$ cat src/main_pkg.sv
package main_pkg;

    // bus widths
    localparam int addr_w = 16;
    localparam int data_w = 8;
    localparam int ram_aw = 12;       // 4 KiB work RAM

    // decoded bus target
    typedef enum logic [3:0] {
        none,
        rom,
        ram,
        vram,
        objram,
        int_en,
        color,
        intshow,
        iow,
        snd_data,
        snd_on,
        ior,
        in5,
        in6,
        vscr
    } sel_e;

    // memory map, compared on the upper address bits
    localparam logic [addr_w-1:0] rom_base    = 16'h4000; // up to ffff
    localparam logic [addr_w-1:0] ram_base    = 16'h2000; // 2000-2fff
    localparam logic [addr_w-1:0] vram_base   = 16'h3000; // 3000-37ff
    localparam logic [addr_w-1:0] objram_base = 16'h3800; // 3800-3bff
    localparam logic [addr_w-1:0] io_base     = 16'h3c00; // 3c00-3fff

    // io block, picked by address bits 9:7
    localparam logic [2:0] io_sub      = 3'd0; // 3c00, split again by bits 6:4
    localparam logic [2:0] io_iow      = 3'd1; // 3c80
    localparam logic [2:0] io_snd_data = 3'd2; // 3d00
    localparam logic [2:0] io_snd_on   = 3'd3; // 3d80
    localparam logic [2:0] io_ior      = 3'd4; // 3e00
    localparam logic [2:0] io_in5      = 3'd5; // 3e80
    localparam logic [2:0] io_in6      = 3'd6; // 3f00

    // 3c00 sub-block, bits 6:4
    localparam logic [2:0] sub_int_en  = 3'd1; // 3c10
    localparam logic [2:0] sub_color   = 3'd2; // 3c20
    localparam logic [2:0] sub_intshow = 3'd3; // 3c30

    // bit positions in the addressable control latch
    localparam logic [2:0] latch_flip      = 3'd0;
    localparam logic [2:0] latch_irq_clrn  = 3'd1;
    localparam logic [2:0] latch_obj_frame = 3'd5;

    // floating data bus reads back high
    localparam logic [data_w-1:0] idle_byte = 8'hff;

endpackage

$ cat src/main_ctrl_regs.sv
module main_ctrl_regs (
    input  logic                        clk,
    input  logic                        rst,
    input  logic                        ctrl_we,
    input  main_pkg::sel_e              ctrl_reg,
    input  logic [2:0]                  ctrl_idx,
    input  logic [main_pkg::data_w-1:0] ctrl_data,
    output logic                        flip,
    output logic                        obj_frame,
    output logic                        irq_clrn,
    output logic [3:0]                  pal_sel
);

    logic iow_we;
    logic color_we;

    assign iow_we   = ctrl_we && ctrl_reg == main_pkg::iow;
    assign color_we = ctrl_we && ctrl_reg == main_pkg::color;

    // addressable latch, address picks the bit and d0 is the value
    always_ff @(posedge clk) begin
        if (rst) begin
            flip      <= 1'b0;
            obj_frame <= 1'b0;
            irq_clrn  <= 1'b0;   // interrupt held off until software enables it
        end else if (iow_we) begin
            case (ctrl_idx)
                main_pkg::latch_flip:      flip      <= ctrl_data[0];
                main_pkg::latch_irq_clrn:  irq_clrn  <= ctrl_data[0];
                main_pkg::latch_obj_frame: obj_frame <= ctrl_data[0]; // object buffer swap
                default: ;  // latch outputs not wired on this board
            endcase
        end
    end

    // palette bank
    always_ff @(posedge clk) begin
        if (rst) begin
            pal_sel <= 4'd0;
        end else if (color_we) begin
            pal_sel <= ctrl_data[3:0];
        end
    end

endmodule

$ cat config.mk
export PLATFORM = sky130hd
export DESIGN_NAME = main_ctrl_regs
export DESIGN_NICKNAME = d
export VERILOG_FILES = /design/src/main_pkg.sv /design/src/main_ctrl_regs.sv
export SDC_FILE = /design/constraint.sdc
export NUM_CORES = 1
export LEC_CHECK = 0
export ABC_AREA = 1
export BUFFER_PORTS_ARGS = -buffer_cell sky130_fd_sc_hd__buf_2
export CAP_MARGIN = 30
export CORE_AREA = 2 2 39 41
export CTS_CLUSTER_DIAMETER = 40
export DETAILED_ROUTE_END_ITERATION = 8
export DIE_AREA = 0 0 41 43
export HOLD_SLACK_MARGIN = 0.02
export RECOVER_POWER = 100
export SLEW_MARGIN = 10
export SYNTH_ARGS = -nofsm -noshare
export SYNTH_HDL_FRONTEND = slang
export SYNTH_SLANG_ARGS = --single-unit
export TNS_END_PERCENT = 30
$ cat constraint.sdc
create_clock -name clk -period 0.8 [get_ports clk]
set_input_delay 0.04 -clock clk [delete_from_list [all_inputs] [get_ports clk]]
set_output_delay 0.04 -clock clk [all_outputs]
set_load 0.05 [all_outputs]
Word level (Yosys, flattened, before mapping)
Cells that the tools add are included.

Bits in registers: 7. Output and inout port bits: 7. Input bits: 18.

Reduce and logical (&&, ||, !) cells: 6. Eq/ne operators: 4.

Operators with widths (number): AND reduction 2 bit (3); equality test 4 x 3 -> 1 bit (second input constant) (1); equality test 4 bit (second input constant) (1); equality test 3 x 1 -> 1 bit (second input constant) (1); equality test 3 bit (second input constant) (1); logical NOT 3 bit (1); logical AND 1 bit (2).

Depth between registers and ports, before layout
Depth in word-level cells: 3. Mapped depth: 6. Gate-level depth less buffers: 6.

Least setup slack after synthesis
No wires, ideal clock.

Kind: register to register. Start: register, netlist name pal_sel[0]. End: register pal_sel[0]. Arrival time: 0.814 ns. Data required time: 0.730 ns. Clock period less this slack: 0.884 ns. Cell stages (with the launch flop): 3. Setup slack: -0.084 ns. Path buffers: 0. Cell sequence: dfxtp_1 nand2_1 a21oi_1.

RTL lines: end signal, assigned (line main_ctrl_regs.sv:41) `pal_sel <= ctrl_data[3:0];`; end, declared (line main_ctrl_regs.sv:11) `output logic [3:0] pal_sel`.

Worst setup path after layout
Start: register pal_sel[3]. End: output pal_sel[3].

No word-level cell between the ends.

==> results by stage <==
Timing:
- The number of failing hold endpoints at the final stage was 0.
- Setup repair after global routing could not meet its margin everywhere.
- The final setup violation count is 0.
- For the final database, setup skew stands at 0 ns.
- The share of the clock period used by the worst path is 97.8%.
- For the pin with the worst max-slew slack, the measured transition is 0.261 ns.
- The number of slew-limit violations in the final report is 0.
- The achievable frequency is 1280 MHz.
- The worst path needs 0.782 ns of the cycle, external delays included.
- The worst pin sits at a relative slew slack of 82.5%.

Route:
- The residual DRC count is 0.
- The total length of routed wires is 767 µm.
- The total iterations of the first detailed-routing run is 4.
- For this block, the initial DRC count from the detailed router was 11.
- Once detail routing completed, the nets flagged for antenna violations numbered 0.
- The routed wirelength normalized by instance count is 8.43 µm.
- Dividing the detail-routed via count by the number of cells gives 4.34.
- Summing over every cut layer, the via total after detailed routing is 395.

Clock network:
- Buffers inserted during clock tree synthesis total 3.
- In this run the number of H-tree levels came out at 1.
- The TritonCTS sink count is 7.
- In this run the clock root is driven by a sky130_fd_sc_hd__clkbuf_4.
- For the worst-skew pair, the clock arrives at the later sink with an insertion delay of 0.25 ns.
- The clock passes through at most 2 buffers.
- TritonCTS built the clock tree.
- After clock tree synthesis, the clock-pin slew on the worst setup and hold paths is 0.06 ns.

Power and ir drop:
- For this design the static power due to leakage is 0.268 nW.
- The maximum resistive drop on vdd is 0.731 mV.
- The total power divided by cell area is 1380 nW/µm².

Synth:
- After synthesis the netlist holds a flip-flop and latch count of 7.
- After synthesis the cells add up to 330 µm².
- The xor-xnor portion of the synthesized cell area is 0%.
- The distinct cell type count of the synthesized netlist is 9.
- The area fraction in compound gates after synthesis is 10.6%.
- The largest family of logic cells by synthesized area is simple AND/OR/NAND/NOR gates.
- The average cell area after synthesis is 6.74 µm².
- Yosys printed 0 warnings.
- The multiplexer share of the synthesized area is 0%.
- Sequential elements use 42.4% of the synthesized area.
- The net count after synthesis is 67.
- The synthesized netlist devotes 39.0% of its cell area to simple gates.
- The arithmetic-cell share of the synthesized area counting full adders, half adders and majority gates is 0%.
- After technology mapping, the gate count stands at 49.

Cells and area:
- Relative to the synthesized area, the layout overhead comes to 70.5%.
- Once layout is complete, the cells apart from fillers number 91.
- The library cells used most frequently in the layout, excluding fill and tap cells, are 13 x sky130_fd_sc_hd__buf_2, 11 x sky130_fd_sc_hd__nand2_1, 8 x sky130_fd_sc_hd__nand3_1.
- Of the cells placed in the final design, the portion with a size suffix greater than 1 is 46.7%.
- The most frequent standard cell in the layout excluding fill and tap cells is sky130_fd_sc_hd__buf_2.
- For this run, the share of the core covered by cells in the final layout is 40.7%.
- The diode insertion count for antenna repair is 0.
- The finished cells cover 563 µm².
- At the end of the flow, the number of nets in the layout was 94.

Worst setup path:
- The arrival time at the worst endpoint is 0.74 ns.
- The critical path goes through buf_6.
- On the worst path, the slowest cell contributes a delay of 0.34 ns.
- The kind of end point of the critical path is a primary output.
- The path type of the worst setup path is reg -> out.
- The number of buffers and inverters on the critical path is 1.
- The cell at the slowest stage of the critical path is sky130_fd_sc_hd__dfxtp_2.
- The category of cells accounting for the largest share of critical-path delay is flip-flops.
- For the worst setup path, the data required time is 0.76 ns.
- The biggest fanout along the worst timing path is 2.
- The launching element type of the critical path is a flop.

GRT:
- The largest net degree at the start of global routing is 7.
- The initial antenna violation count came to 0.
- The first global-routing pass estimated 1150 µm of wire.
- Global routing used 9.86% of the available tracks across all layers.
- The remaining global-route overflow is 0.
- The number of global-route vias before repair is 319.

Floorplan:
- The starting density of the core is 23.9%.
- The core area is 1380 µm².
- The die span in x is 41 µm.
- The I/O pin count is 25.
- The floorplan step defined a die boundary enclosing 1760 µm².
- The y dimension of the die is 43 µm.
- The cell row count is 14.

Placed design:
- The count of input and output buffers is 20.
- The final RePlAce weighted congestion is 0.792.
- The HPWL after detailed placement is 594 µm.
- The cell area after placement is 453 µm².
- The placed instance count is 85.

Worst hold path:
- The worst min-delay path class is in -> reg.

Run status:
- The run finished with clean final reports.

Flow run:
- The max-cap violation count is 0.
## stage by stage
step                setup WS, ns  hold WS, ns  power [W]  setup TNS (ns)
global route             -0.0222       0.0344   0.000828          -0.113
global placement          0.0313        0.258   0.000457               0
detailed placement        0.0434        0.262   0.000457               0
CTS                     -0.00503       0.0375   0.000790        -0.00503
floorplan                -0.0837        0.102   0.000409          -0.291
finish                    0.0179       0.0446   0.000777               0
## power by group
part	leakage, nW	switching (W)	total (W)	internal (W)
logic	0.190	0.0000584	0.000106	0.0000474
clock network	0.0177	0.000133	0.000316	0.000183
registers	0.0600	0.00000265	0.000355	0.000352
## cell type report
cell class	count	area [µm²]
flip-flops and latches	7	149
clock buffers	3	22.5
inverters	7	26.3
fillers	158	821
clock inverters	1	5.00
well taps	16	20.0
multi-input cells	35	164
repair buffers	22	176
## synth_stat cells
| cell | number | area, µm² |
|---|---|---|
| sky130_fd_sc_hd__a21oi_1 | 7 | 35.0 |
| sky130_fd_sc_hd__dfxtp_1 | 7 | 140 |
| sky130_fd_sc_hd__inv_1 | 7 | 26.3 |
| sky130_fd_sc_hd__nand2_1 | 11 | 41.3 |
| sky130_fd_sc_hd__nand3_1 | 8 | 40.0 |
| sky130_fd_sc_hd__nor2_1 | 5 | 18.8 |
| sky130_fd_sc_hd__nor2_2 | 2 | 12.5 |
| sky130_fd_sc_hd__nor2_4 | 1 | 11.3 |
| sky130_fd_sc_hd__nor3_1 | 1 | 5.00 |
## registers in the layout, indices dropped and copies added, names as in the netlist
name       cells
pal_sel        4
irq_clrn       1
obj_frame      1
flip           1
## worst paths after layout
kind,from,to,cells past startpoint,slack (ns)
setup / recovery,pal_sel[3],pal_sel[3],1,0.02
hold / removal,ctrl_data[1],pal_sel[1],3,0.04
setup reg to reg,pal_sel[1],pal_sel[1],3,0.13
hold reg to reg,pal_sel[3],pal_sel[3],2,0.48
## cell families (layout without fill, tap and decap cells)
kind of cell,count (synthesis),after routing
buffers and inverters,7,33
AND/OR/NAND/NOR,28,28
AO/OA/AOI/OAI,7,7
flip-flops,7,7
## repair_timing
action                                 CTS  global route
setup buffers                            0             1
gates resized for setup                 17             7
endpoints found under the hold margin    4             0
setup endpoints to repair                7             9
hold buffers                             1             0
## metal layers
metal,vias up,wire length [µm],global-route usage (%)
li1,210,-,-
met1,168,339,12.3
met2,15,385,13.1
met3,2,33,3.14
met4,0,8,8.00
met5,-,0,0
No activity file was read; power rests on OpenSTA's default activity.
