### config.mk
export PLATFORM = sky130hd
export DESIGN_NAME = main_cabinet
export DESIGN_NICKNAME = d
export VERILOG_FILES = /design/src/main_pkg.sv /design/src/main_cabinet.sv
export SDC_FILE = /design/constraint.sdc
export NUM_CORES = 1
export LEC_CHECK = 0
export ABC_AREA = 1
export BUFFER_PORTS_ARGS = -buffer_cell sky130_fd_sc_hd__buf_2
export CAP_MARGIN = 20
export CORE_MARGIN = 4
export CORE_UTILIZATION = 29
export DETAILED_ROUTE_END_ITERATION = 16
export GPL_TIMING_DRIVEN = 0
export SKIP_LAST_GASP = 1
export SYNTH_ARGS = -nofsm -noshare
export SYNTH_HDL_FRONTEND = slang
export SYNTH_SLANG_ARGS = --single-unit
### constraint.sdc
create_clock -name clk -period 1.1 [get_ports clk]
set_input_delay 0.165 -clock clk [delete_from_list [all_inputs] [get_ports clk]]
set_output_delay 0.165 -clock clk [all_outputs]
set_load 0.03 [all_outputs]
### src/main_pkg.sv
package main_pkg;

    // bus widths
    localparam int addr_w = 16;
    localparam int data_w = 8;
    localparam int ram_aw = 12;       // 4 KiB work RAM

    // decoded bus target
    typedef enum logic [3:0] {
        none,
        rom,
        ram,
        vram,
        objram,
        int_en,
        color,
        intshow,
        iow,
        snd_data,
        snd_on,
        ior,
        in5,
        in6,
        vscr
    } sel_e;

    // memory map, compared on the upper address bits
    localparam logic [addr_w-1:0] rom_base    = 16'h4000; // up to ffff
    localparam logic [addr_w-1:0] ram_base    = 16'h2000; // 2000-2fff
    localparam logic [addr_w-1:0] vram_base   = 16'h3000; // 3000-37ff
    localparam logic [addr_w-1:0] objram_base = 16'h3800; // 3800-3bff
    localparam logic [addr_w-1:0] io_base     = 16'h3c00; // 3c00-3fff

    // io block, picked by address bits 9:7
    localparam logic [2:0] io_sub      = 3'd0; // 3c00, split again by bits 6:4
    localparam logic [2:0] io_iow      = 3'd1; // 3c80
    localparam logic [2:0] io_snd_data = 3'd2; // 3d00
    localparam logic [2:0] io_snd_on   = 3'd3; // 3d80
    localparam logic [2:0] io_ior      = 3'd4; // 3e00
    localparam logic [2:0] io_in5      = 3'd5; // 3e80
    localparam logic [2:0] io_in6      = 3'd6; // 3f00

    // 3c00 sub-block, bits 6:4
    localparam logic [2:0] sub_int_en  = 3'd1; // 3c10
    localparam logic [2:0] sub_color   = 3'd2; // 3c20
    localparam logic [2:0] sub_intshow = 3'd3; // 3c30

    // bit positions in the addressable control latch
    localparam logic [2:0] latch_flip      = 3'd0;
    localparam logic [2:0] latch_irq_clrn  = 3'd1;
    localparam logic [2:0] latch_obj_frame = 3'd5;

    // floating data bus reads back high
    localparam logic [data_w-1:0] idle_byte = 8'hff;

endpackage

### src/main_cabinet.sv
module main_cabinet (
    input  logic                        clk,
    input  logic [1:0]                  cab_sel,
    input  logic [1:0]                  start_button,
    input  logic [1:0]                  coin_input,
    input  logic [6:0]                  joystick1,
    input  logic [6:0]                  joystick2,
    input  logic                        service,
    output logic [main_pkg::data_w-1:0] cab_byte
);

    // board wiring swaps the direction pairs
    function automatic logic [main_pkg::data_w-1:0] joy_byte(input logic [6:0] j);
        return {1'b1, j[6:4], j[2], j[3], j[0], j[1]};
    endfunction

    // all inputs active low, unused bits pulled up
    always_ff @(posedge clk) begin
        case (cab_sel)
            2'd0:    cab_byte <= {3'b111, start_button, service, coin_input};
            2'd1:    cab_byte <= joy_byte(joystick1);
            2'd2:    cab_byte <= joy_byte(joystick2);
            default: cab_byte <= main_pkg::idle_byte;
        endcase
    end

endmodule

# Word-level counts from Yosys, hierarchy flattened
# Cells that the tools add are included.
# op_classes
addsub	0
multipliers	0
div_mod_pow	0
magnitude_cmp	0
n_eq_ne	2
n_shift	0
n_mux	1
bitwise	0
n_reduce_logical	1
# op_table
op	n
case mux 7 bit (3 select lines)	1
equality test 2 x 1 -> 1 bit, second input constant	1
equality test 2 bit, second input constant	1
zero test 2 bit	1
# word_totals
regBits	8
latchBits	0
mem_bits_rw	0
romBits	0
output_inout_bits	8
elab_cells	5
n_memories	0

# Depth between registers and ports, before layout
# logic_depth
depth_word	2
depth_mapped	6
mapped_depth_nobuf	5

# Worst setup path after synthesis
# OpenSTA, ideal clock, no wires.
# synth_timing
kind	input port to flip-flop
from	input cab_sel[0]
to	register cab_byte[5] in the netlist's numbering
setup_time_ns	0.109
arrival_time_ns	0.548
slack_ns	0.444
cell_stages	6
path_buffers	1
cell_sequence	buf_6 -> inv_6 -> nor2_8 -> nand2_1 -> nand2_1 -> inv_1
# synth_via
elab_chain_len	2
elab_cells_between_ends	4
cone_classes	eq/ne (2); mux (1); reduce/logical (1)
# synth_rtl
item	line	rtl
start: declaration	main_cabinet.sv:3	input logic [1:0] cab_sel,
equality test 2 bit, or another cell as far along	main_cabinet.sv:19	case (cab_sel)
case mux 7 bit (3 select lines) (*)	main_cabinet.sv:19	
end signal: assignment	main_cabinet.sv:20	2'd0: cab_byte <= {3'b111, start_button, service, coin_input};
end signal: assignment	main_cabinet.sv:21	2'd1: cab_byte <= joy_byte(joystick1);
end signal: assignment	main_cabinet.sv:22	2'd2: cab_byte <= joy_byte(joystick2);
end: declaration	main_cabinet.sv:9	output logic [main_pkg::data_w-1:0] cab_byte
# Mark *: on every way between the ends. The rest lies on a longest branch, timed or not.

# Worst setup path after layout
# layout_timing
from	register cab_byte[4] in the netlist's numbering
to	output cab_byte[4] in the netlist's numbering
# No word-level cell between the ends.

==> reports/results.txt <==
The flow ran to the end, and the final reports show no timing, DRC or antenna violations. The logs give 0 for the final routed DRC violation total and 7 for the clock sink count. The HPWL after detailed placement came out at 703.3 um. The combined buffer and inverter count along the critical path was 1. The category of the worst setup path capture point is an output pin. For this configuration, the core starts out at a cell density of 32.81%. The total of buffers placed on input and output ports was 26; the wire length of the first global-routing pass was 1283 um.

The largest driver fanout on the critical path was 1; the number of buffers added to fix hold violations after cts was 0. The total design power is 696.9 uW, and the final cell count without fillers is 98. For this run, the top clock speed supported by timing is 1111 MHz. Global placement routability congestion: 0.7614. 30 I/O pins were placed.

The tools report the number of warnings issued by yosys as 0. Dividing total power by cell area gives a power density of 1238 nW/um^2. Entering global routing, the biggest net connects 10 pins. Area added between synthesis and finish: 44.69%.

After layout, the worst path uses 81.84% of the clock period. Setup violations remaining at the end of the flow were counted as 0. The total overflow left after global routing is 0. After detailed routing, the average wire length per cell comes to 8.592 um. The largest registers in the layout are cab_byte: 7 flops. Data on the critical path is required at its endpoint by 0.94 ns. The detailed router finished its first iteration with 9 violations. The die width works out to 44.63 um. After layout, the minimum clock period comes to 0.9002 ns. The cell area that synthesis handed to floorplanning was 389.1 um^2. The net count after synthesis is 76.

Startpoint type of the worst setup path: a flip-flop. The number of antenna violations at the first check in global routing is 0. On the critical path, the stage with the largest delay is an instance of sky130_fd_sc_hd__dfxtp_1.

The detailed-route wire length is 842 um, and the number of antenna-violating nets in the routed design is 0. The region available for standard cell placement spans 1186 um^2. Critical path's top delay family: flip-flops. Each instance of the synthesized netlist takes up on average 7.206 um^2.

Max-cap violations in this run came to 0. The cell count after synthesis came out at 54. The number of antenna diodes in the final layout is 0. H-tree level count: 1. The logs give 347 for the number of global-route vias before repair and 12 for the row count.

For the number of search-and-repair iterations in the first detailed-routing pass, the log shows 4. Walking the worst path, the cells encountered are buf_2. The post-route netlist has 44.05% of its cells at a drive strength greater than 1. The largest total area in the synthesized netlist belongs to sky130_fd_sc_hd__dfxtp_1. The run gives 36.01% as the sequential element share of the synthesized area.

The die area was 1992 um^2. After detailed routing, the number of vias per cell comes to 3.949. In this run, post-CTS repair resized a total of 0 instances. The data arrival time of the critical path came out at 0.74 ns.

The static power due to leakage was 0.3263 nW. Ranked by flip-flop count, first place goes to cab_byte. The clock-pin slew on the worst setup and hold paths was 0.05 ns. Root buffer cell: sky130_fd_sc_hd__clkbuf_4. The accumulated negative setup slack came out at 0 ns.

The path type of the worst setup path is reg -> out. The register with the most flip-flops in the layout has 7 of them. The count of endpoints failing hold in the final timing report is 0.

Number of flip-flops and latches in the synthesized netlist: 7. TritonCTS built the clock tree. The number of max-slew violations in the final report was 0. The routed layout has 387 vias. Highest cell delay on the worst timing path: 0.30 ns. In the post-synthesis netlist, the biggest area contributors are sky130_fd_sc_hd__dfxtp_1, sky130_fd_sc_hd__nand2_1, sky130_fd_sc_hd__nand3_1, sky130_fd_sc_hd__inv_1, sky130_fd_sc_hd__buf_6. The synthesized design devotes to its leading area cell type 36.01% of total area.

The worst-case IR drop observed on VDD is 0.0003497 V. No sink is reached through more buffers than the 2 on the longest clock path. Setup repair after global routing left no endpoint under its margin. After detailed placement, the design holds a cell count of 94. Class of the most critical hold timing path: in -> reg. Measured along the y axis, the die boundary spans 44.63 um. The total track usage was 9.488%. The netlist uses 13 different library cells.

Cells fill 47.47% of the core in the end. The layout has 118 filler cells. After the last flow step, the layout net total stands at 107. The logs give 0.1117 ns for the final worst hold slack and 0 for the count of buffers added by post-CTS timing repair for setup. The number of buffers created by CTS was 3.
[cell usage in the layout (no fill, tap or decap)]
cell type | synthesis | final
sky130_fd_sc_hd__inv_1 | 9 | 9
sky130_fd_sc_hd__nor2_4 | 2 | 2
sky130_fd_sc_hd__nand3_1 | 7 | 7
sky130_fd_sc_hd__inv_4 | 1 | 1
sky130_fd_sc_hd__nand2_1 | 17 | 17
sky130_fd_sc_hd__nor2_8 | 1 | 1
sky130_fd_sc_hd__clkbuf_4 | 0 | 3
sky130_fd_sc_hd__clkbuf_1 | 0 | 1
sky130_fd_sc_hd__buf_6 | 2 | 2
sky130_fd_sc_hd__inv_6 | 1 | 1
sky130_fd_sc_hd__dfxtp_1 | 7 | 7
sky130_fd_sc_hd__buf_2 | 0 | 26
sky130_fd_sc_hd__a21oi_1 | 2 | 2
sky130_fd_sc_hd__buf_4 | 1 | 1
sky130_fd_sc_hd__conb_1 | 1 | 1
sky130_fd_sc_hd__o21ai_0 | 3 | 3
[cell usage after synthesis (all sizes together)]
| library cell | number |
|---|---|
| o21ai | 3 |
| buf | 3 |
| nand3 | 7 |
| nand2 | 17 |
| nor2 | 3 |
| a21oi | 2 |
| inv | 11 |
| dfxtp | 7 |
| conb | 1 |
[power breakdown]
part | total, mW | internal (mW) | switching (mW)
combinational | 0.186 | 0.0728 | 0.114
sequential | 0.281 | 0.277 | 0.00408
clock | 0.229 | 0.138 | 0.0911
total | 0.697 | 0.488 | 0.209
[final cells by class]
cell class / count / area, um^2 / share of cell area, %
sequential: 7 / 140.1 / 24.89
buffer: 3 / 30.03 / 5.333
multi-input combinational: 33 / 170.2 / 30.22
inverter: 11 / 48.80 / 8.667
timing repair buffer: 26 / 130.1 / 23.11
tap: 14 / 17.52 / 3.111
clock buffer: 4 / 26.28 / 4.667
[layer usage]
| layer | vias to the layer above | routed length [um] | track usage, % |
|---|---|---|---|
| met5 | - | 0 | 0 |
| met4 | 0 | 14 | 10.84 |
| met3 | 2 | 139 | 4.065 |
| met2 | 24 | 318 | 14.04 |
| met1 | 140 | 369 | 9.135 |
| li1 | 221 | - | - |
[cell families after synthesis]
family,after synthesis,synth area share [%]
flip-flops,7,36.01
buffers and inverters,14,20.26
other,1,0.9637
AO/OA/AOI/OAI,5,6.430
AND/OR/NAND/NOR,27,36.33
[final timing paths]
kind	from	to	slack (ns)	cells past startpoint
setup / recovery	cab_byte[4]	cab_byte[4]	0.20	1
hold / removal	joystick1[4]	cab_byte[4]	0.11	3
[stage by stage]
step	worst slack (ns)	instance area [um^2]
2_1_floorplan	0.4436	389.1
3_3_place_gp	0.3887	536.8
3_5_place_dp	0.3825	536.8
4_1_cts	0.1841	563.0
5_1_grt	0.1424	563.0
6_report	0.1998	563.0
Note: power is estimated with default switching activity, not from simulation.
