### src/main_pkg.sv
package main_pkg;

    // bus widths
    localparam int addr_w = 16;
    localparam int data_w = 8;
    localparam int ram_aw = 12;       // 4 KiB work RAM

    // decoded bus target
    typedef enum logic [3:0] {
        none,
        rom,
        ram,
        vram,
        objram,
        int_en,
        color,
        intshow,
        iow,
        snd_data,
        snd_on,
        ior,
        in5,
        in6,
        vscr
    } sel_e;

    // memory map, compared on the upper address bits
    localparam logic [addr_w-1:0] rom_base    = 16'h4000; // up to ffff
    localparam logic [addr_w-1:0] ram_base    = 16'h2000; // 2000-2fff
    localparam logic [addr_w-1:0] vram_base   = 16'h3000; // 3000-37ff
    localparam logic [addr_w-1:0] objram_base = 16'h3800; // 3800-3bff
    localparam logic [addr_w-1:0] io_base     = 16'h3c00; // 3c00-3fff

    // io block, picked by address bits 9:7
    localparam logic [2:0] io_sub      = 3'd0; // 3c00, split again by bits 6:4
    localparam logic [2:0] io_iow      = 3'd1; // 3c80
    localparam logic [2:0] io_snd_data = 3'd2; // 3d00
    localparam logic [2:0] io_snd_on   = 3'd3; // 3d80
    localparam logic [2:0] io_ior      = 3'd4; // 3e00
    localparam logic [2:0] io_in5      = 3'd5; // 3e80
    localparam logic [2:0] io_in6      = 3'd6; // 3f00

    // 3c00 sub-block, bits 6:4
    localparam logic [2:0] sub_int_en  = 3'd1; // 3c10
    localparam logic [2:0] sub_color   = 3'd2; // 3c20
    localparam logic [2:0] sub_intshow = 3'd3; // 3c30

    // bit positions in the addressable control latch
    localparam logic [2:0] latch_flip      = 3'd0;
    localparam logic [2:0] latch_irq_clrn  = 3'd1;
    localparam logic [2:0] latch_obj_frame = 3'd5;

    // floating data bus reads back high
    localparam logic [data_w-1:0] idle_byte = 8'hff;

endpackage

### src/main_decoder.sv
module main_decoder (
    input  logic                        clk,
    input  logic                        rst,
    input  logic                        bus_valid,
    input  logic [main_pkg::addr_w-1:0] bus_addr,
    input  logic                        bus_rnw,
    input  logic [main_pkg::data_w-1:0] bus_wdata,
    output logic                        bus_ready,
    output logic [main_pkg::data_w-1:0] bus_rdata,
    output logic                        rom_cs,
    input  logic [main_pkg::data_w-1:0] rom_data,
    input  logic                        rom_ok,
    output logic                        ram_we,
    output logic [main_pkg::ram_aw-1:0] ram_addr,
    output logic [main_pkg::data_w-1:0] ram_wdata,
    input  logic [main_pkg::data_w-1:0] ram_rdata,
    output logic                        vram_cs,
    output logic                        objram_cs,
    output logic                        vscr_cs,
    output logic                        snd_data_cs,
    output logic                        snd_on_cs,
    input  logic [main_pkg::data_w-1:0] vram_dout,
    input  logic [main_pkg::data_w-1:0] obj_dout,
    input  logic [main_pkg::data_w-1:0] vscr_dout,
    output logic                        ctrl_we,
    output main_pkg::sel_e              ctrl_reg,
    output logic [2:0]                  ctrl_idx,
    output logic [main_pkg::data_w-1:0] ctrl_data,
    output logic [1:0]                  cab_sel,
    input  logic [main_pkg::data_w-1:0] cab_byte,
    input  logic [main_pkg::data_w-1:0] dipsw_a,
    input  logic [main_pkg::data_w-1:0] dipsw_b
);

    main_pkg::sel_e              sel;
    main_pkg::sel_e              sel_q;    // target of the access in flight
    logic                        accept;
    logic                        busy;     // set from acceptance through the ready cycle
    logic                        rom_rd;
    logic                        rom_pend;
    logic [main_pkg::data_w-1:0] rom_q;

    function automatic main_pkg::sel_e decode(input logic [main_pkg::addr_w-1:0] a);
        main_pkg::sel_e s;
        s = main_pkg::none;
        if (a >= main_pkg::rom_base) begin
            s = main_pkg::rom;
        end else if (a[15:12] == main_pkg::ram_base[15:12]) begin
            s = main_pkg::ram;
        end else if (a[15:11] == main_pkg::vram_base[15:11]) begin
            s = main_pkg::vram;
        end else if (a[15:10] == main_pkg::objram_base[15:10]) begin
            s = main_pkg::objram;
        end else if (a[15:10] == main_pkg::io_base[15:10]) begin
            case (a[9:7])
                main_pkg::io_sub: begin
                    case (a[6:4])
                        main_pkg::sub_int_en:  s = main_pkg::int_en;
                        main_pkg::sub_color:   s = main_pkg::color;
                        main_pkg::sub_intshow: s = main_pkg::intshow;
                        default:               s = main_pkg::none; // watchdog lives here
                    endcase
                end
                main_pkg::io_iow:      s = main_pkg::iow;
                main_pkg::io_snd_data: s = main_pkg::snd_data;
                main_pkg::io_snd_on:   s = main_pkg::snd_on;
                main_pkg::io_ior:      s = main_pkg::ior;
                main_pkg::io_in5:      s = main_pkg::in5;
                main_pkg::io_in6:      s = main_pkg::in6;
                default:               s = main_pkg::vscr; // 3f80
            endcase
        end
        return s;
    endfunction

    assign sel    = decode(bus_addr);   // master holds the address until ready
    assign accept = bus_valid && !busy;
    assign rom_rd = sel == main_pkg::rom && bus_rnw;

    // one-cycle strobes in the accepting cycle, rom_cs stretched until rom_ok
    assign rom_cs      = (accept && rom_rd) || rom_pend;
    assign ram_we      = accept && !bus_rnw && sel == main_pkg::ram;
    assign vram_cs     = accept && sel == main_pkg::vram;
    assign objram_cs   = accept && sel == main_pkg::objram;
    assign vscr_cs     = accept && sel == main_pkg::vscr;
    assign snd_data_cs = accept && sel == main_pkg::snd_data;
    assign snd_on_cs   = accept && sel == main_pkg::snd_on;
    assign ctrl_we     = accept && !bus_rnw && (sel == main_pkg::iow || sel == main_pkg::color);

    assign ram_addr  = bus_addr[main_pkg::ram_aw-1:0];
    assign ram_wdata = bus_wdata;
    assign ctrl_reg  = sel;
    assign ctrl_idx  = bus_addr[2:0];
    assign ctrl_data = bus_wdata;
    assign cab_sel   = bus_addr[1:0];

    always_ff @(posedge clk) begin
        if (rst) begin
            busy      <= 1'b0;
            rom_pend  <= 1'b0;
            bus_ready <= 1'b0;
            sel_q     <= main_pkg::none;
        end else begin
            bus_ready <= 1'b0;
            if (bus_ready) busy <= 1'b0;
            if (accept) begin
                busy  <= 1'b1;
                sel_q <= sel;
            end
            if (rom_cs && rom_ok) begin
                rom_pend  <= 1'b0;
                bus_ready <= 1'b1;
            end else if (accept) begin
                if (rom_rd) rom_pend <= 1'b1;  // wait on the SDRAM
                else bus_ready <= 1'b1;        // fixed latency
            end
        end
    end

    always_ff @(posedge clk) begin
        if (rom_cs && rom_ok) rom_q <= rom_data;
    end

    // every source is already registered by the acceptance edge
    always_comb begin
        case (sel_q)
            main_pkg::rom:     bus_rdata = rom_q;
            main_pkg::ram:     bus_rdata = ram_rdata;
            main_pkg::vram:    bus_rdata = vram_dout;
            main_pkg::objram:  bus_rdata = obj_dout;
            main_pkg::intshow: bus_rdata = vscr_dout;
            main_pkg::ior:     bus_rdata = cab_byte;
            main_pkg::in6:     bus_rdata = dipsw_a;
            main_pkg::in5:     bus_rdata = dipsw_b;
            default:           bus_rdata = main_pkg::idle_byte;
        endcase
    end

    a_sel_onehot: assert property (@(posedge clk) disable iff (rst)
        $onehot0({rom_cs, ram_we, vram_cs, objram_cs, vscr_cs, snd_data_cs, snd_on_cs, ctrl_we}))
        else $error("more than one select active");

    a_rom_hold: assert property (@(posedge clk) disable iff (rst)
        $fell(rom_cs) |-> bus_ready)
        else $error("rom_cs dropped before bus_ready");

endmodule

### config.mk
export PLATFORM = sky130hd
export DESIGN_NAME = main_decoder
export DESIGN_NICKNAME = d
export VERILOG_FILES = /design/src/main_pkg.sv /design/src/main_decoder.sv
export SDC_FILE = /design/constraint.sdc
export NUM_CORES = 1
export LEC_CHECK = 0
export BUFFER_PORTS_ARGS = -buffer_cell sky130_fd_sc_hd__buf_2
export CAP_MARGIN = 20
export CORE_MARGIN = 2
export CORE_UTILIZATION = 42
export CTS_CLUSTER_SIZE = 25
export DETAILED_ROUTE_END_ITERATION = 12
export PLACE_DENSITY = 0.95
export SLEW_MARGIN = 20
export SYNTH_ARGS = -nofsm -noshare
export SYNTH_HDL_FRONTEND = slang
export SYNTH_SLANG_ARGS = --single-unit
### constraint.sdc
create_clock -name clk -period 3.3 [get_ports clk]
set_input_delay 0.33 -clock clk [delete_from_list [all_inputs] [get_ports clk]]
set_output_delay 0.33 -clock clk [all_outputs]
set_load 0.01 [all_outputs]
; ---- Yosys cells after proc, flatten, opt, wreduce, memory -nomap -nowiden
; Index checks and enable logic that the tools add are counted.
[totals]
register_bits = 15
inputBits = 93
[classes]
n_lt_le_gt_ge = 1
eq_ne = 30
mux = 13
reduce_logical = 20
[ops]
columns = cell, count
row1 = one-hot mux 8 bit (8 select lines), 1
row2 = == test 4 bit (second input constant), 7
row3 = one-hot mux 4 bit (7 select lines), 1
row4 = == test 4 x 2 -> 1 bit (second input constant), 5
row5 = two-way mux 4 bit, 5
row6 = == test 4 x 3 -> 1 bit (second input constant), 4
row7 = >= comparator 16 x 15 -> 1 bit (second input constant), 1
row8 = == test 3 x 2 -> 1 bit (second input constant), 4
row9 = == test 6 x 4 -> 1 bit (second input constant), 2
row10 = logical AND 1 bit, 12
row11 = == test 3 bit (second input constant), 3
row12 = one-hot mux 3 bit (3 select lines), 1
row13 = == test 4 x 1 -> 1 bit (second input constant), 2
row14 = == test 3 x 1 -> 1 bit (second input constant), 2
row15 = == test 5 x 3 -> 1 bit (second input constant), 1
row16 = two-way mux 1 bit, 5
row17 = zero test 3 bit, 1
row18 = zero test 1 bit, 2
row19 = logical OR 1 bit, 2
row20 = AND reduction 2 bit, 1
row21 = nonzero test 2 bit, 1
row22 = OR reduction 2 bit, 1

; ---- Longest topological paths before layout
; Gate-level depths: netlist of the first run.
[depth]
depth_word = 14
depth_mapped = 7
depth_no_buf = 5

; ---- Worst setup path before layout of the first run
; Ideal clock, no wire load.
[synth_path]
path_type = input-to-output
from = in bus_addr[9] (netlist bit)
to = out snd_on_cs
t_arrival_ps = 1723
t_required_ps = 2970
slack_ps = 1247
path_stages = 5
path_buffers = 0
cell_sequence = or2_1 o2111ai_2 o211ai_4 or4_4 nor3_1
[synth_between]
elab_chain_cells = 9
elab_cells_between_ends = 16
classes_between = order compare (1) / eq/ne (7) / mux (6) / reduce/logical (2)
[synth_rtl]
columns = item, line
row1 = "start, declared", main_decoder.sv:5  ; input logic [main_pkg::addr_w-1:0] bus_addr,
row2 = "== test 3 bit, or another cell as far along", main_decoder.sv:55  ; case (a[9:7])
row3 = one-hot mux 4 bit (7 select lines), main_decoder.sv:55
row4 = two-way mux 4 bit, main_decoder.sv:54  ; end else if (a[15:10] == main_pkg::io_base[15:10]) begin
row5 = two-way mux 4 bit, main_decoder.sv:52  ; end else if (a[15:10] == main_pkg::objram_base[15:10]) begin
row6 = two-way mux 4 bit, main_decoder.sv:50  ; end else if (a[15:11] == main_pkg::vram_base[15:11]) begin
row7 = two-way mux 4 bit, main_decoder.sv:48  ; end else if (a[15:12] == main_pkg::ram_base[15:12]) begin
row8 = two-way mux 4 bit (*), main_decoder.sv:46  ; if (a >= main_pkg::rom_base) begin
row9 = named net ctrl_reg[0], main_decoder.sv:26  ; output main_pkg::sel_e ctrl_reg,
row10 = == test 4 bit (*), main_decoder.sv:87  ; assign snd_on_cs = accept && sel == main_pkg::snd_on;
row11 = logical AND 1 bit (*), main_decoder.sv:87
row12 = "end, declared", main_decoder.sv:21  ; output logic snd_on_cs,
; Mark *: on every way through the listed nets, which the timed path passes. The rest lies on a longest branch.

; ---- Worst setup path in the final report of the first run
[layout_path]
from = reg sel_q[3]
to = out bus_rdata[0] (netlist bit)
[layout_between]
elab_chain_cells = 2
elab_cells_between_ends = 9
classes_between = eq/ne (8) / mux (1)
[layout_rtl]
columns = item, line
row1 = "start, declared", main_decoder.sv:36  ; main_pkg::sel_e sel_q;
row2 = "start signal, assigned", main_decoder.sv:102  ; sel_q <= main_pkg::none;
row3 = "start signal, assigned", main_decoder.sv:108  ; sel_q <= sel;
row4 = "== test 4 bit, or another cell as far along", main_decoder.sv:126  ; case (sel_q)
row5 = one-hot mux 8 bit (8 select lines) (*), main_decoder.sv:126
row6 = "end, declared", main_decoder.sv:9  ; output logic [main_pkg::data_w-1:0] bus_rdata,
; Mark *: on every way between the ends. The rest lies on a longest branch, timed or not.

==> qor.csv, run 1 <==
metric,value,unit
status,"complete, no violations",
cts_htree_levels,1,
synth_nets,334,
drc_errors,0,
dieArea,4684,µm²
endpoint,bus_rdata[0],
vias_per_cell,5.581,
multi_input_area,1046,µm²
grt_pass1_vias,1686,
clk_latency,240,ps
rsz0062_at_grt,false,
path_class,register to output port,
cts-root-buf,clkbuf_8,
start_util,43.60,%
dpl.hpwl,4172,µm
dpl_cell_area,2087,µm²
vias,2026,
drv_slew,0,
grt.total_usage,20.15,%
hold_viol,0,
tightest_slew,634.9,ps
cp-start-kind,register,
finClkSkew,1.802,ps
crit_fanout,16,
yosys.area.top_type_share,14.20,%
worst_setup_path_end_kind,output port,
drt-initial-drc-count,176,
ys.flop_type,edfxtp_1,
cp.required,2970,ps
rows,23,
design_area,2132,µm²
fin_tns_setup,0,ps
synth_area_leaders,"buf_4, edfxtp_1, dfxtp_1, a21oi_1, nand2_1",
overflow,0,
layoutNonFillerInstCount,363,
portBuffers,109,
arrival,2130,ps
whs,262.1,ps
n_antenna_cell,0,
place_congestion,0.9599,
postCtsSetupRepairBufs,0,
synth_area,1744,µm²
crit_path_start,sel_q[3]$_SDFFE_PP0P_,
drive_gt1_share,39.94,%
dp.cells,359,
io_pins,147,
mostFrequentLayoutCells,"buf_2, nand2_1, a21oi_1, nor2_1, o21ai_0",
synth_largest_area_cell,buf_4,
clk_transition_reported_paths,60,ps
clockBufferDepth,2,
power.total,529.1,µW
layout_commonest_cell,buf_2,
worstHoldPathType,input port to register,
clock_sinks,15,
dr.pass1.iters,4,
finalCritPeriodShare,74.44,%
final_nets,407,
synth.distinct_cells,47,
pre_cts_ws,1049,ps
wl_per_cell,14.14,µm
grt_max_degree,29,
grt_pass1_wl,7376,µm
relSlewSlack,57.59,%
ff2ff_setup_slack,1570,ps
worstReg2RegStart,busy$_SDFFE_PP0P_,
synth_seq_cells,15,
p_leak,0.9059,nW
worst_r2r_path_depth,4,
areaGrowthSynthToFinish,22.24,%
finalSetupViolations,0,
max_freq,0.4071,GHz
drtAntennaViolNets,0,
postLayoutCoreUtil,53.30,%
async_reset_ff_share,0,%
syn_inst,241,
antenna_found_initial,0,
die_y,68.44,µm
ys_seq_area_share,21.81,%
avgSynthCellArea,7.237,µm²
tritoncts,done,
regArea,380.4,µm²
die_w,68.44,µm
ir_drop,0.3024,mV
finalWorstSetupSlack,843.5,ps
cts_resized,0,
power.density,248.2,nW/µm²
cts_hold_buf,0,
yosys_warnings,0,
cts_buffers,3,
core,4000,µm²
nFillCells,377,
synth_edf_count,8,
drt-total-wl,5132,µm
fin_crit,2456,ps
timing.rr.end,rom_q[6]$_DFFE_PP_,
maxCapViolCount,0,
worst min path at each step:
stage                                  from            endpoint  cells past startpoint
after floorplan                         rst   busy$_SDFFE_PP0P_                      1
after global placement    busy$_SDFFE_PP0P_   busy$_SDFFE_PP0P_                      2
after detailed placement  busy$_SDFFE_PP0P_   busy$_SDFFE_PP0P_                      2
after CTS                       rom_data[0]  rom_q[0]$_DFFE_PP_                      1
after global routing            rom_data[1]  rom_q[1]$_DFFE_PP_                      1
final                           rom_data[0]  rom_q[0]$_DFFE_PP_                      1
cell usage after synthesis, drive strengths merged (4+ instances only):
| cell type | number |
|---|---|
| nand3 | 7 |
| buf | 38 |
| nor3 | 8 |
| nand2 | 25 |
| clkbuf | 7 |
| mux2i | 9 |
| inv | 6 |
| nor2 | 21 |
| o211ai | 4 |
| nor2b | 11 |
| o21ai | 15 |
| nand2b | 4 |
| dfxtp | 7 |
| or3 | 4 |
| a21oi | 23 |
| a31oi | 6 |
| edfxtp | 8 |
| o22ai | 4 |
power by group:
part,switching (mW),total [mW],internal [mW]
registers,0.00367,0.208,0.204
clock network,0.0555,0.141,0.0852
logic,0.0956,0.181,0.0849
sequential cells by signal (all words and copies together), names as in the netlist:
name	flops
sel_q	4
rom_pend	1
bus_ready	1
busy	1
rom_q	8
critical path, cell delays in order, from the launching register on:
cell and delay, ps:
dfxtp_1 670, buf_4 300, nand3b_1 210, o21ai_0 130, a221oi_1 290, or3_1 150
buf_2 130
area by class of cell:
cell class                 count  share of cell area (%)
inverter                       6                   1.056
sequential                    15                   17.84
timing repair buffer         113                   27.00
tap                           50                   2.934
multi-input combinational    175                   49.06
clock buffer                   4                   2.113
per-layer routing:
layer	share of wire (%)	GRT usage (%)	wire (µm)
met1	40	27.39	2046
met2	49	32.81	2523
met3	10	3.947	515
met5	0	0	0
met4	0.90	4.500	46
kinds of logic after synthesis:
family | count (synthesis) | synth area share [%]
XOR/XNOR | 1 | 0.5022
flip-flops | 15 | 21.81
AND/OR/NAND/NOR | 90 | 25.32
buffers and inverters | 51 | 18.22
multiplexers | 11 | 6.456
AO/OA/AOI/OAI | 73 | 27.69
(Power assumes the default switching activity.)
==> run 2, diff against run 1 <==
--- a/config.mk
+++ b/config.mk
@@ -8,10 +8,10 @@
 export BUFFER_PORTS_ARGS = -buffer_cell sky130_fd_sc_hd__buf_2
 export CAP_MARGIN = 20
 export CORE_MARGIN = 2
-export CORE_UTILIZATION = 42
+export CORE_UTILIZATION = 39
 export CTS_CLUSTER_SIZE = 25
 export DETAILED_ROUTE_END_ITERATION = 12
-export PLACE_DENSITY = 0.95
+export PLACE_DENSITY = 0.92
 export SLEW_MARGIN = 20
 export SYNTH_ARGS = -nofsm -noshare
 export SYNTH_HDL_FRONTEND = slang
==> constraint.sdc (replaced) <==
create_clock -name clk -period 2.5 [get_ports clk]
set_input_delay 0.25 -clock clk [delete_from_list [all_inputs] [get_ports clk]]
set_output_delay 0.25 -clock clk [all_outputs]
set_load 0.01 [all_outputs]
==> run 2 against run 1 <==
Compared with the run above:
- wire length rose by 2.1%
- via count rose by 0.54%
- sequential cell count did not move
- critical endpoint unchanged
- setup slack got worse by 580 ps
- die area rose by 7.2%
- sequential share of layout area fell by 0.083 points
- final area rose by 0.47%
- register-to-register slack got worse by 850 ps
- first-iteration DRC count rose by 1.1%
==> qor.csv, run 2 (synthesis gave the netlist of run 1 again) <==
metric,value,unit,change
status,"complete, no violations",,
clockBufferDepth,2,,unchanged
drtAntennaViolNets,0,,unchanged
tightest_slew,703.7,ps,+68.82 ps
clk_latency,250,ps,about the same
place_congestion,0.9602,,about the same
drc_errors,0,,unchanged
vias,2037,,+0.54%
wl_per_cell,14.32,µm,+1.3%
fin_tns_setup,0,ps,unchanged
worst_setup_path_end_kind,output port,,
cp.required,2250,ps,-720 ps
start_util,40.34,%,-3.3 points
cts_htree_levels,1,,unchanged
io_pins,147,,unchanged
finalWorstSetupSlack,268.3,ps,-575.2 ps
arrival,1980,ps,-150 ps
drt-total-wl,5242,µm,+2.1%
max_freq,0.4481,GHz,
die_y,70.88,µm,+3.6%
areaGrowthSynthToFinish,22.81,%,
final_nets,408,,+0.25%
worstHoldPathType,input port to register,,
rsz0062_at_grt,false,,
pre_cts_ws,398.4,ps,-650.5 ps
layout_commonest_cell,buf_2,,
ir_drop,0.2791,mV,-7.7%
dr.pass1.iters,4,,unchanged
die_w,70.88,µm,+3.6%
worst_r2r_path_depth,4,,unchanged
drt-initial-drc-count,178,,+1.1%
finClkSkew,5.524,ps,+3.722 ps
reg_top3,"rom_q: 8 flops, sel_q: 4 flops",,
finalCritPeriodShare,89.27,%,
crit_fanout,16,,unchanged
grt_pass1_wl,8707,µm,+18%
fin_crit,2232,ps,
min_path_cells,1,,unchanged
relSlewSlack,52.99,%,-4.6 points
cts-root-buf,clkbuf_8,,
dieArea,5023,µm²,+7.2%
grt.total_usage,20.78,%,+0.63 points
dpl_cell_area,2097,µm²,+0.48%
worstReg2RegStart,busy$_SDFFE_PP0P_,,
hold_end,rom_q[5]$_DFFE_PP_,,
design_area,2142,µm²,+0.47%
finalSetupViolations,0,,unchanged
portBuffers,109,,unchanged
clk_transition_reported_paths,60,ps,about the same
top_register,rom_q,,
dpl.hpwl,4291,µm,+2.8%
grt_pass1_vias,1936,,+15%
postLayoutCoreUtil,49.54,%,-3.8 points
timing.rr.end,rom_q[3]$_DFFE_PP_,,
drive_gt1_share,40.13,%,+0.19 points
drv_slew,0,,unchanged
largest_register_ffs,8,,unchanged
grt_max_degree,23,,-21%
clock_sinks,15,,unchanged
overflow,0,,unchanged
cts_resized,0,,unchanged
cp-start-kind,register,,
maxCapViolCount,0,,unchanged
p_leak,0.9114,nW,+0.60%
worstHoldStart,rom_data[5],,
power.density,329.2,nW/µm²,+33%
core,4324,µm²,+8.1%
path_class,register to output port,,
ff2ff_setup_slack,720,ps,-850 ps
mostFrequentLayoutCells,"buf_2, nand2_1, a21oi_1, nor2_1, o21ai_0",,
tritoncts,done,,
postCtsSetupRepairBufs,0,,unchanged
rows,24,,+4.3%
cts_buffers,3,,unchanged
crit_path_start,sel_q[2]$_SDFFE_PP0P_,,
cts_hold_buf,0,,unchanged
vias_per_cell,5.566,,-0.28%
n_antenna_cell,0,,unchanged
antenna_found_initial,0,,unchanged
hold_viol,0,,unchanged
-- run 2: cell count changes in the layout (fill, tap and decap cells not counted) --
cell | before | now
buf_4 | 4 | 5
-- run 2: critical path, stage by stage (launching register included) --
cell and delay (ps):
dfxtp_1 460, nor2b_1 390, nand2_1 180, o21ai_0 110
a221oi_1 90, or3_1 360, buf_2 140
-- run 2: power breakdown --
part	internal [mW]	leakage [nW]	switching (mW)
sequential	0.270	0.130	0.00911
combinational	0.112	0.758	0.121
clock	0.113	0.0228	0.0811
total	0.494	0.911	0.211
-- run 2: how the worst max path moves through the flow --
stage | endpoint | slack (ps)
5_1_grt | bus_rdata[0] | 90
3_3_place_gp | vscr_cs | 450
3_5_place_dp | vscr_cs | 400
6_report | bus_rdata[0] | 270
2_1_floorplan | snd_on_cs | 610
4_1_cts | bus_rdata[0] | 280
-- run 2: layer usage --
metal | vias up | GRT usage, % | wire [µm]
li1 | 990 | - | -
met1 | 929 | 27.62 | 2131
met2 | 105 | 33.96 | 2542
met3 | 13 | 4.274 | 484
met4 | 0 | 6.499 | 85
met5 | - | 0 | 0
-- run 2: layout make-up --
| type | instances | area, µm² |
|---|---|---|
| Sequential cell | 15 | 380.4 |
| Multi-Input combinational cell | 175 | 1046 |
| Tap cell | 52 | 65.06 |
| Inverter | 6 | 22.52 |
| Clock buffer | 4 | 45.04 |
| Timing Repair Buffer | 114 | 583.1 |
| Fill cell | 453 | 2182 |
-- run 2: through the flow --
stage / std cells / hold slack, ps / power, mW
after CTS: 366 / 174.8 / 0.7081
after global placement: 362 / 426.3 / 0.5109
after floorplan: 241 / 319.1 / 0.4471
final: 366 / 180.5 / 0.7051
after detailed placement: 362 / 428.9 / 0.5146
after global routing: 366 / 163.5 / 0.7511
